### config.mk
export PLATFORM = sky130hd
export DESIGN_NAME = game_top
export DESIGN_NICKNAME = d
export VERILOG_FILES = /design/src/verilog/game_pkg.sv /design/src/verilog/game_top.sv /design/src/verilog/pixel_mixer.sv /design/src/verilog/sprite_layer.sv /design/src/verilog/terrain_layer.sv /design/src/verilog/char_motion.sv /design/src/verilog/vga_timing.sv
export SDC_FILE = /design/constraint.sdc
export NUM_CORES = 1
export LEC_CHECK = 0
export CORE_ASPECT_RATIO = 1.4
export CORE_MARGIN = 2
export CORE_UTILIZATION = 45
export DETAILED_ROUTE_END_ITERATION = 8
export DONT_BUFFER_PORTS = 1
export GPL_ROUTABILITY_DRIVEN = 0
export PLACE_DENSITY = 0.67
export SYNTH_ARGS = -nofsm -noshare
export SYNTH_HDL_FRONTEND = slang
export SYNTH_HIERARCHICAL = 1
export SYNTH_SLANG_ARGS = --single-unit
### constraint.sdc
create_clock -name clk -period 3.6 [get_ports clk]
set_input_delay 0.36 -clock clk [delete_from_list [all_inputs] [get_ports clk]]
set_output_delay 0.36 -clock clk [all_outputs]
set_load 0.03 [all_outputs]
### src/verilog/game_pkg.sv
package game_pkg;

    // every pixel coordinate and raster counter uses this width.
    localparam int coord_w = 12;

    // one colour channel; the rgb bus carries red, green and blue in that order.
    localparam int color_w = 4;
    localparam int rgb_w = 3 * color_w;

    typedef logic [rgb_w-1:0] rgb_t;

    // sky behind everything else.
    localparam rgb_t bg_color = 12'h3_6_c;

    // brown band along the bottom of the screen.
    localparam rgb_t ground_color = 12'h7_4_1;

    // grey floating block.
    localparam rgb_t block_color = 12'h9_9_9;

    // the player character, kept bright so it stands out on both layers.
    localparam rgb_t char_color = 12'hf_a_0;

endpackage
### src/verilog/game_top.sv
module game_top #(
    parameter int h_active = 640,
    parameter int h_front = 16,
    parameter int h_sync = 96,
    parameter int h_back = 48,
    parameter int v_active = 480,
    parameter int v_front = 10,
    parameter int v_sync = 2,
    parameter int v_back = 33,
    parameter int ground_y = 400,
    parameter int block_x = 260,
    parameter int block_y = 300,
    parameter int block_w = 120,
    parameter int block_h = 24,
    parameter int char_w = 32,
    parameter int char_h = 48,
    parameter int char_step = 4,
    parameter int jump_speed = 12
) (
    input  logic clk,
    input  logic rst,
    input  logic stepleft,
    input  logic stepright,
    input  logic stepjump,
    output logic hs,
    output logic vs,
    output logic on_ground,
    output game_pkg::rgb_t rgb,
    output logic [game_pkg::coord_w-1:0] char_x,
    output logic [game_pkg::coord_w-1:0] char_y
);
    import game_pkg::*;

    logic [coord_w-1:0] hcount;
    logic [coord_w-1:0] vcount;
    logic hsync;
    logic vsync;
    logic blank;
    logic frame_tick;
    logic terr_hit;
    logic spr_hit;
    rgb_t terr_rgb;
    rgb_t spr_rgb;

    vga_timing #(
        .h_active(h_active),
        .h_front(h_front),
        .h_sync(h_sync),
        .h_back(h_back),
        .v_active(v_active),
        .v_front(v_front),
        .v_sync(v_sync),
        .v_back(v_back)
    ) u_vga_timing (
        .clk,
        .rst,
        .hcount,
        .vcount,
        .hsync,
        .vsync,
        .blank,
        .frame_tick
    );

    char_motion #(
        .h_active(h_active),
        .ground_y(ground_y),
        .char_w(char_w),
        .char_h(char_h),
        .char_step(char_step),
        .jump_speed(jump_speed)
    ) u_char_motion (
        .clk,
        .rst,
        .frame_tick,
        .stepleft,
        .stepright,
        .stepjump,
        .char_x,
        .char_y,
        .on_ground
    );

    terrain_layer #(
        .ground_y(ground_y),
        .block_x(block_x),
        .block_y(block_y),
        .block_w(block_w),
        .block_h(block_h)
    ) u_terrain_layer (
        .clk,
        .rst,
        .hcount,
        .vcount,
        .terr_hit,
        .terr_rgb
    );

    sprite_layer #(
        .char_w(char_w),
        .char_h(char_h)
    ) u_sprite_layer (
        .clk,
        .rst,
        .hcount,
        .vcount,
        .char_x,
        .char_y,
        .spr_hit,
        .spr_rgb
    );

    pixel_mixer u_pixel_mixer (
        .clk,
        .rst,
        .hsync,
        .vsync,
        .blank,
        .terr_hit,
        .spr_hit,
        .terr_rgb,
        .spr_rgb,
        .hs,
        .vs,
        .rgb
    );

endmodule

### src/verilog/pixel_mixer.sv
module pixel_mixer (
    input  logic clk,
    input  logic rst,
    input  logic hsync,
    input  logic vsync,
    input  logic blank,
    input  logic terr_hit,
    input  logic spr_hit,
    input  game_pkg::rgb_t terr_rgb,
    input  game_pkg::rgb_t spr_rgb,
    output logic hs,
    output logic vs,
    output game_pkg::rgb_t rgb
);
    import game_pkg::*;

    logic hsync_d;
    logic vsync_d;
    logic blank_d;
    rgb_t pixel;

    // blanking first, then the sprite above the terrain above the sky.
    always_comb begin
        if (blank_d) begin
            pixel = '0;
        end else if (spr_hit) begin
            pixel = spr_rgb;
        end else if (terr_hit) begin
            pixel = terr_rgb;
        end else begin
            pixel = bg_color;
        end
    end

    always_ff @(posedge clk or posedge rst) begin
        if (rst) begin
            hsync_d <= 1'b1;
            vsync_d <= 1'b1;
            blank_d <= 1'b1;
            hs <= 1'b1;
            vs <= 1'b1;
            rgb <= '0;
        end else begin
            hsync_d <= hsync;
            vsync_d <= vsync;
            blank_d <= blank;
            hs <= hsync_d;
            vs <= vsync_d;
            rgb <= pixel;
        end
    end

endmodule

### src/verilog/sprite_layer.sv
module sprite_layer #(
    parameter int char_w = 32,
    parameter int char_h = 48
) (
    input  logic clk,
    input  logic rst,
    input  logic [game_pkg::coord_w-1:0] hcount,
    input  logic [game_pkg::coord_w-1:0] vcount,
    input  logic [game_pkg::coord_w-1:0] char_x,
    input  logic [game_pkg::coord_w-1:0] char_y,
    output logic spr_hit,
    output game_pkg::rgb_t spr_rgb
);
    import game_pkg::*;

    // one extra bit so the far edges cannot wrap near the counter limit.
    logic [coord_w:0] right_edge;
    logic [coord_w:0] bottom_edge;
    logic in_x;
    logic in_y;

    assign right_edge = {1'b0, char_x} + (coord_w + 1)'(char_w);
    assign bottom_edge = {1'b0, char_y} + (coord_w + 1)'(char_h);

    assign in_x = (hcount >= char_x) && ({1'b0, hcount} < right_edge);
    assign in_y = (vcount >= char_y) && ({1'b0, vcount} < bottom_edge);

    always_ff @(posedge clk or posedge rst) begin
        if (rst) begin
            spr_hit <= 1'b0;
        end else begin
            spr_hit <= in_x && in_y;
        end
    end

    always_ff @(posedge clk) begin
        spr_rgb <= char_color;
    end

endmodule

### src/verilog/terrain_layer.sv
module terrain_layer #(
    parameter int ground_y = 400,
    parameter int block_x = 260,
    parameter int block_y = 300,
    parameter int block_w = 120,
    parameter int block_h = 24
) (
    input  logic clk,
    input  logic rst,
    input  logic [game_pkg::coord_w-1:0] hcount,
    input  logic [game_pkg::coord_w-1:0] vcount,
    output logic terr_hit,
    output game_pkg::rgb_t terr_rgb
);
    import game_pkg::*;

    localparam logic [coord_w-1:0] gnd_top = coord_w'(ground_y);
    localparam logic [coord_w-1:0] blk_left = coord_w'(block_x);
    localparam logic [coord_w-1:0] blk_right = coord_w'(block_x + block_w);
    localparam logic [coord_w-1:0] blk_top = coord_w'(block_y);
    localparam logic [coord_w-1:0] blk_bottom = coord_w'(block_y + block_h);

    logic in_ground;
    logic in_block;

    assign in_ground = vcount >= gnd_top;

    assign in_block = (hcount >= blk_left) && (hcount < blk_right) &&
                      (vcount >= blk_top) && (vcount < blk_bottom);

    always_ff @(posedge clk or posedge rst) begin
        if (rst) begin
            terr_hit <= 1'b0;
        end else begin
            terr_hit <= in_ground || in_block;
        end
    end

    // the colour only matters while terr_hit is set.
    always_ff @(posedge clk) begin
        if (in_block) begin
            terr_rgb <= block_color;
        end else begin
            terr_rgb <= ground_color;
        end
    end

endmodule

### src/verilog/char_motion.sv
module char_motion #(
    parameter int h_active = 640,
    parameter int ground_y = 400,
    parameter int char_w = 32,
    parameter int char_h = 48,
    parameter int char_step = 4,
    parameter int jump_speed = 12
) (
    input  logic clk,
    input  logic rst,
    input  logic frame_tick,
    input  logic stepleft,
    input  logic stepright,
    input  logic stepjump,
    output logic [game_pkg::coord_w-1:0] char_x,
    output logic [game_pkg::coord_w-1:0] char_y,
    output logic on_ground
);
    import game_pkg::*;

    localparam int x_max = h_active - char_w;
    localparam int y_rest = ground_y - char_h;

    logic signed [coord_w-1:0] vel;
    logic signed [coord_w-1:0] vel_next;
    logic [coord_w-1:0] x_next;
    logic [coord_w-1:0] y_next;
    int x_sum;
    int y_sum;

    assign on_ground = (int'(char_y) + char_h) == ground_y;

    always_comb begin
        x_sum = int'(char_x);
        if (stepleft && !stepright) begin
            x_sum = int'(char_x) - char_step;
        end else if (stepright && !stepleft) begin
            x_sum = int'(char_x) + char_step;
        end
        if (x_sum < 0) begin
            x_next = '0;
        end else if (x_sum > x_max) begin
            x_next = coord_w'(x_max);
        end else begin
            x_next = coord_w'(x_sum);
        end
    end

    // a jump only starts from the ground; in the air gravity adds one per frame.
    always_comb begin
        if (on_ground && stepjump) begin
            vel_next = -coord_w'(jump_speed);
        end else if (!on_ground) begin
            vel_next = vel + 1'b1;
        end else begin
            vel_next = '0;
        end
        y_sum = int'(char_y) + int'(vel_next);
        y_next = coord_w'(y_sum);
        if (y_sum > y_rest) begin
            y_next = coord_w'(y_rest);
        end
    end

    always_ff @(posedge clk or posedge rst) begin
        if (rst) begin
            char_x <= '0;
            char_y <= coord_w'(y_rest);
            vel <= '0;
        end else if (frame_tick) begin
            char_x <= x_next;
            char_y <= y_next;
            // landing stops the fall.
            vel <= (y_sum > y_rest) ? '0 : vel_next;
        end
    end

endmodule

### src/verilog/vga_timing.sv
module vga_timing #(
    parameter int h_active = 640,
    parameter int h_front = 16,
    parameter int h_sync = 96,
    parameter int h_back = 48,
    parameter int v_active = 480,
    parameter int v_front = 10,
    parameter int v_sync = 2,
    parameter int v_back = 33
) (
    input  logic clk,
    input  logic rst,
    output logic [game_pkg::coord_w-1:0] hcount,
    output logic [game_pkg::coord_w-1:0] vcount,
    output logic hsync,
    output logic vsync,
    output logic blank,
    output logic frame_tick
);
    import game_pkg::*;

    localparam int h_total = h_active + h_front + h_sync + h_back;
    localparam int v_total = v_active + v_front + v_sync + v_back;

    localparam logic [coord_w-1:0] h_last = coord_w'(h_total - 1);
    localparam logic [coord_w-1:0] v_last = coord_w'(v_total - 1);
    localparam logic [coord_w-1:0] hs_start = coord_w'(h_active + h_front);
    localparam logic [coord_w-1:0] hs_end = coord_w'(h_active + h_front + h_sync);
    localparam logic [coord_w-1:0] vs_start = coord_w'(v_active + v_front);
    localparam logic [coord_w-1:0] vs_end = coord_w'(v_active + v_front + v_sync);
    localparam logic [coord_w-1:0] h_vis = coord_w'(h_active);
    localparam logic [coord_w-1:0] v_vis = coord_w'(v_active);

    always_ff @(posedge clk or posedge rst) begin
        if (rst) begin
            hcount <= '0;
            vcount <= '0;
        end else if (hcount == h_last) begin
            hcount <= '0;
            if (vcount == v_last) begin
                vcount <= '0;
            end else begin
                vcount <= vcount + 1'b1;
            end
        end else begin
            hcount <= hcount + 1'b1;
        end
    end

    // both syncs are active low inside their intervals.
    assign hsync = !((hcount >= hs_start) && (hcount < hs_end));
    assign vsync = !((vcount >= vs_start) && (vcount < vs_end));

    assign blank = (hcount >= h_vis) || (vcount >= v_vis);

    // first pixel of the first blanked line, so motion updates land in vblank.
    assign frame_tick = (hcount == '0) && (vcount == v_vis);

endmodule

# Word-level counts from Yosys, hierarchy flattened
# Index checks and enable logic that the tools add are counted.
# W data, S select, Z words.
[totals]
reg_bits = 91
wordCells = 78
[op_classes]
addsub = 9
n_lt_le_gt_ge = 18
n_eq_ne = 4
muxes = 14
reduce_logical = 19
[op_table]
columns = ["op", "count"]
rows = [
  ["$mux W12", 12],
  ["$mux W32", 2],
  ["$ge A12 B9 Y1 const B", 5],
  ["$add A12 B6 Y13 const B", 3],
  ["$add A12 B1 Y12 const B", 3],
  ["$lt A12 B9 Y1 const B", 3],
  ["$eq A32 B10 Y1 const B", 1],
  ["$gt A32 B10 Y1 const B", 1],
  ["$gt A32 B11 Y1 const B", 1],
  ["$lt A32 B1 Y1 const B", 1],
  ["$lt A12 B13 Y1", 2],
  ["$eq A12 B10 Y1 const B", 2],
  ["$ge A12 B10 Y1 const B", 2],
  ["$ge A12 B12 Y1", 2],
  ["$add A13 B12 Y14", 1],
  ["$add A12 B3 Y13 const B", 1],
  ["$sub A12 B3 Y13 const B", 1],
  ["$eq A12 B9 Y1 const B", 1],
  ["$logic_and A1 B1 Y1", 12],
  ["$logic_not A12 Y1", 1],
  ["$lt A12 B10 Y1 const B", 1],
  ["$logic_not A1 Y1", 4],
  ["$logic_or A1 B1 Y1", 2],
]

# Logic depth before layout (Yosys ltp)
[logic_depth]
depth_word = 7
ltp_mapped = 18
ltp_nobuf = 17

# Hierarchy
# The synthesis kept the hierarchy.
[by_module_without_submodules]
columns = ["mod", "instances", "cells_each", "area_per_inst_um2", "seq_area_each_um2"]
rows = [
  ["char_motion", 1, 297, 2766.4, 854.6],
  ["vga_timing", 1, 140, 1387.6, 600.6],
  ["sprite_layer", 1, 174, 1288.7, 25.0],
  ["pixel_mixer", 1, 48, 730.7, 431.7],
  ["terrain_layer", 1, 36, 282.8, 65.1],
]

# Worst setup path before layout
# Ideal clock, no wire load.
[synth_timing]
kind = "reg2reg"
from = "register u_char_motion/char_y[8] (netlist name)"
to = "register u_char_motion/char_y[6] (netlist name)"
t_arrival_ns = 3.800
required_ns = 3.520
setup_slack_ns = -0.279
path_stages_with_launch = 17
path_buffers = 2
period_less_slack_ns = 3.879
cell_sequence = "dfstp_2 > nor4bb_1 > nand3_1 > buf_2 > nor2_2 > a21o_1 > inv_1 > ha_1 > a21oi_1 > o211ai_2 > a21oi_1 > xor2_1 > o2111ai_1 > nand2b_1 > o31a_4 > buf_6 > o22a_1"
[synth_between]
elab_chain_cells = 7
[synth_lines]
columns = ["element", "line", "rtl"]
rows = [
  ["from (decl)", "char_motion.sv:16", "output logic [game_pkg::coord_w-1:0] char_y,"],
  ["from (signal assigned)", "char_motion.sv:68", "char_y <= coord_w'(y_rest);"],
  ["from (signal assigned)", "char_motion.sv:72", "char_y <= y_next;"],
  ["$add A12 B6 Y13", "char_motion.sv:31", "assign on_ground = (int'(char_y) + char_h) == ground_y;"],
  ["$eq A32 B10 Y1", "char_motion.sv:31", ""],
  ["$mux W12 / $logic_and A1 B1 Y1 (equally long branches)", "char_motion.sv:53, char_motion.sv:51", ""],
  ["$mux W12", "char_motion.sv:51", "if (on_ground && stepjump) begin"],
  ["$add A13 B12 Y14 (*)", "char_motion.sv:58", "y_sum = int'(char_y) + int'(vel_next);"],
  ["$gt A32 B10 Y1", "char_motion.sv:60", "if (y_sum > y_rest) begin"],
  ["$mux W12 (*)", "char_motion.sv:60", ""],
]
# Every way passes the cells marked *; elsewhere a longest branch is shown, timed or not.
# A chain may end at the register's enable or synchronous reset.

# Final worst setup path
[layout_timing]
from = "register u_char_motion/char_y[8] (netlist name)"
to = "register u_char_motion/char_y[8] (netlist name)"
# The elaborated chain is that of the path after synthesis.

==> metrics.md <==
| Metric | Value |
|---|---|
| Maximum VDD drop | 0.172 mV |
| Vert. Die Dim | 146 microns |
| Sequential cell area | 1980 sq um |
| Post-route cell area | 7660 sq um |
| Share of post-route cells with drive strength above 1 | 0.255 |
| CTS buffer count | 9 |
| Htree depth | 3 |
| Via count | 5468 |
| Post-synthesis compound-gate area fraction | 0.189 |
| Synth async-reset ratio | 0.975 |
| Adder-Cell Fraction of Synth Area | 0.123 |
| Sequential area share after synthesis | 0.306 |
| Worst Max-Slew Pin Slew | 0.956 ns |
| Fin. Hold Viols | 0 |
| Final Util | 0.548 |
| GR Util met2 | 0.395 |
| Filler cell count | 1199 |
| # DRC | 0 |
| IO Pins | 44 |
| Data required time of the worst path | 3.86 ns |
| Core box area | 14000 sq um |
| Worst Hold Class | in2async |
| Worst setup path startpoint | u_char_motion/char_y[8] |
| Final Cycle Share | 1.04 |
| WP data arrival | 4.00 ns |
| DRT iter0 DRCs | 215 |
| Cell at the slowest stage of the critical path | dfstp_2 |
| Detailed Route WL | 16300 microns |
| Initial Utilization | 0.462 |
| Largest net degree at the start of global routing | 35 |
| Outcome | complete, but fails checks |
| Post-DP Area | 7030 sq um |
| Cell taking the most area after synthesis | dfrtp_1 |
| Xor/xnor share of the synthesized area | 0.0610 |
| Worst-path fanout max | 8 |
| Setup Skew | 0.0103 ns |
| Setup WS post-layout | -0.133 ns |
| Post-DP HPWL | 12100 microns |
| Antenna fix cells | 0 |
| I/O Buffers | 0 |
| GR Overflow Total | 0 |
| Power Density | 272 nW/um^2 |
| DIE AREA | 15300 sq um |
| Final nets | 825 |
| Area of the multi-input gates | 4350 sq um |
| Synth Cell Area | 6460 sq um |
| Met1 Usage GRT | 0.240 |
| Main synth FF type | dfrtp_1 |
| CTS Sinks | 79 |
| Startpoint types | flop |
| Max clock buf depth | 2 |
| Final Max Slew Viols | 0 |
| First-pass GRT wire length | 27000 microns |
| Post-synthesis register bit count | 79 |
| Library cells used by synthesis | 89 |
| First-pass detailed-route iteration total | 7 |
| Die X | 105 microns |
| Largest family of logic cells by synthesized area | simple AND/OR/NAND/NOR gates |
| Mux share of post-synthesis cell area | 0.00640 |
| Most common cell in the netlist | dfrtp_1 |
| GR Util met3 | 0.0461 |
| Final Power | 2090 uW |
| Warnings, synthesis | 6 |
| Simple-Gate Fraction of Synth Area | 0.229 |
| Leakage | 0.00342 uW |
| Yosys top cell area share | 0.267 |
| Area contributors post-synth | dfrtp_1 27%, ha_1 12%, xnor2_1 3.8%, inv_1 3.6%, dfstp_2 3.3% |
| Post-synthesis cell count | 695 |
| Area growth from synthesis to layout | 18.7% |
| Initial antenna violation count | 0 |
| Setup violators final | 24 |
| Maxcap violations | 0 |
| Drt wl/cell | 17.2 microns |
| Routed vias/inst | 5.77 |
| Ordered list of cells on the worst path | nor4bb_4 -> nand3_1 -> buf_6 -> nor2_4 -> a21o_1 -> inv_2 -> ha_4 -> inv_2 -> a311o_1 -> a311o_1 -> o21ai_1 -> o2111ai_2 -> nand2b_4 -> o31a_4 -> o32a_1 |
| Total track usage | 0.217 |
| RSZ-0062 raised after global routing | true |
| CP max stage delay | 0.53 ns |
| Clk pin slew, worst setup/hold paths | 0.07 ns |
| EDFF count, synth | 0 |
| Setup TNS | -1.65 ns |
| Failing checks | negative setup slack |
| Busiest grt layer | met2 |
| Root Buffer | clkbuf_16 |
| CP endpoint kind | flop |
| Critical path class | reg2reg |
| Fmax | 0.268 GHz |
| Clk_lat worst skew | 0.35 ns |
| Commonest cells in the netlist | 69 x dfrtp_1, 62 x ha_1, 62 x inv_1, 35 x nand2_1, 34 x nor2_1 |
| Avg Synthesized Cell Area | 9.29 sq um |
| CTS tree | built |
| Dpl ws | -0.116 ns |
| Tmin final | 3.73 ns |
| Vias in the first global route | 5586 |
| # rows | 51 |
| Reg-to-reg startpoint | u_char_motion/char_y[8] |
| Slew headroom | 0.362 |
| DRT antenna net count | 0 |
[what timing repair did]
item	CTS	global route
buffers inserted	7	4
hold buffers	1	0
endpoints found under the setup margin	22	24
gates cloned	1	0
endpoints found under the hold margin	35	0
resized for setup	17	28
pin swaps	12	17
[path summary, 6_finish.rpt]
check,slack [ns],cells after the start,to
min in group clk,0.35,4,u_char_motion/char_x[3]
max reg2reg,-0.13,15,u_char_motion/char_y[8]
min reg2reg,0.36,0,u_pixel_mixer/vs
max in group asynchronous,2.56,2,u_pixel_mixer/rgb[0]
min,0.11,1,u_vga_timing/vcount[8]
max,-0.13,15,u_char_motion/char_y[8]
[report_power, final]
| group | internal, uW | switching (uW) | total [uW] |
|---|---|---|---|
| registers | 896 | 9.95 | 906 |
| logic | 153 | 173 | 326 |
| clock network | 472 | 384 | 856 |
| total | 1520 | 567 | 2090 |
[registers in the layout, summed over array words and instances (netlist names)]
register,count
u_pixel_mixer/vsync_d,1
u_terrain_layer/terr_hit,1
u_pixel_mixer/blank_d,1
u_sprite_layer/spr_hit,1
u_pixel_mixer/rgb,12
u_char_motion/vel,12
u_char_motion/char_y,12
u_vga_timing/vcount,12
u_char_motion/char_x,10
u_pixel_mixer/vs,1
u_pixel_mixer/hsync_d,1
u_terrain_layer/terr_rgb,2
u_vga_timing/hcount,12
u_pixel_mixer/hs,1
[critical path: cells and delay by family (launching register included)]
kind | cells | cell delay [ns]
adder cells (fa/ha/maj) | 1 | 0.31
flip-flops | 1 | 0.53
AO/OA/AOI/OAI | 7 | 1.76
buffers and inverters | 3 | 0.26
AND/OR/NAND/NOR | 4 | 0.80
[metrics by stage]
stage          hold slack (ns)  instances
2_1_floorplan           0.0887        709
3_3_place_gp            0.0908        919
3_5_place_dp            0.0919        919
4_1_cts                  0.130        944
5_1_grt                  0.176        947
6_report                 0.108        947
[logic make-up after synthesis]
family / count (synthesis)
xor gates and xnor gates: 45
buffers and inverters: 103
DFF: 79
AOI/OAI and AO/OA: 162
muxes: 4
other: 5
and+or+nand+nor: 234
adders and majority gates: 63
[per-layer routing]
layer  vias to the layer above  share of wire
met3                        29          0.039
li1                       2622              -
met5                         -              0
met2                       133           0.55
met4                         0          0.025
met1                      2684           0.39
[cell usage in the layout (no fill, tap or decap), types with 5 or more instances in the layout]
cell and instances:
o22ai_2 5, nand2_1 35, and3_1 12, clkbuf_16 9, nand2b_1 7, buf_6 5, buf_4 69, nand4_1 15
nor3b_2 6, a211oi_1 6, inv_2 5, o2bb2ai_2 12, nor3_2 9, or4_1 6, nand3_1 32, a21oi_1 23
o211ai_1 8, nor3_1 11, o21ai_0 23, a31oi_1 5, xnor2_1 28, conb_1 19, or3_1 5, inv_1 57
a32o_1 8, nor2b_1 9, dfstp_2 8, dfrtp_1 69, xor2_1 16, ha_4 7, nor2_1 34, ha_1 55
a21o_1 14
[cell type report]
cell class | count | share of cell area
clock buffer | 9 | 0.0294
clock inverter | 7 | 0.00751
inverter | 64 | 0.0315
multi-input combinational | 528 | 0.567
sequential | 79 | 0.258
tap | 185 | 0.0302
timing repair buffer | 75 | 0.0762
(Power assumes the default switching activity.)
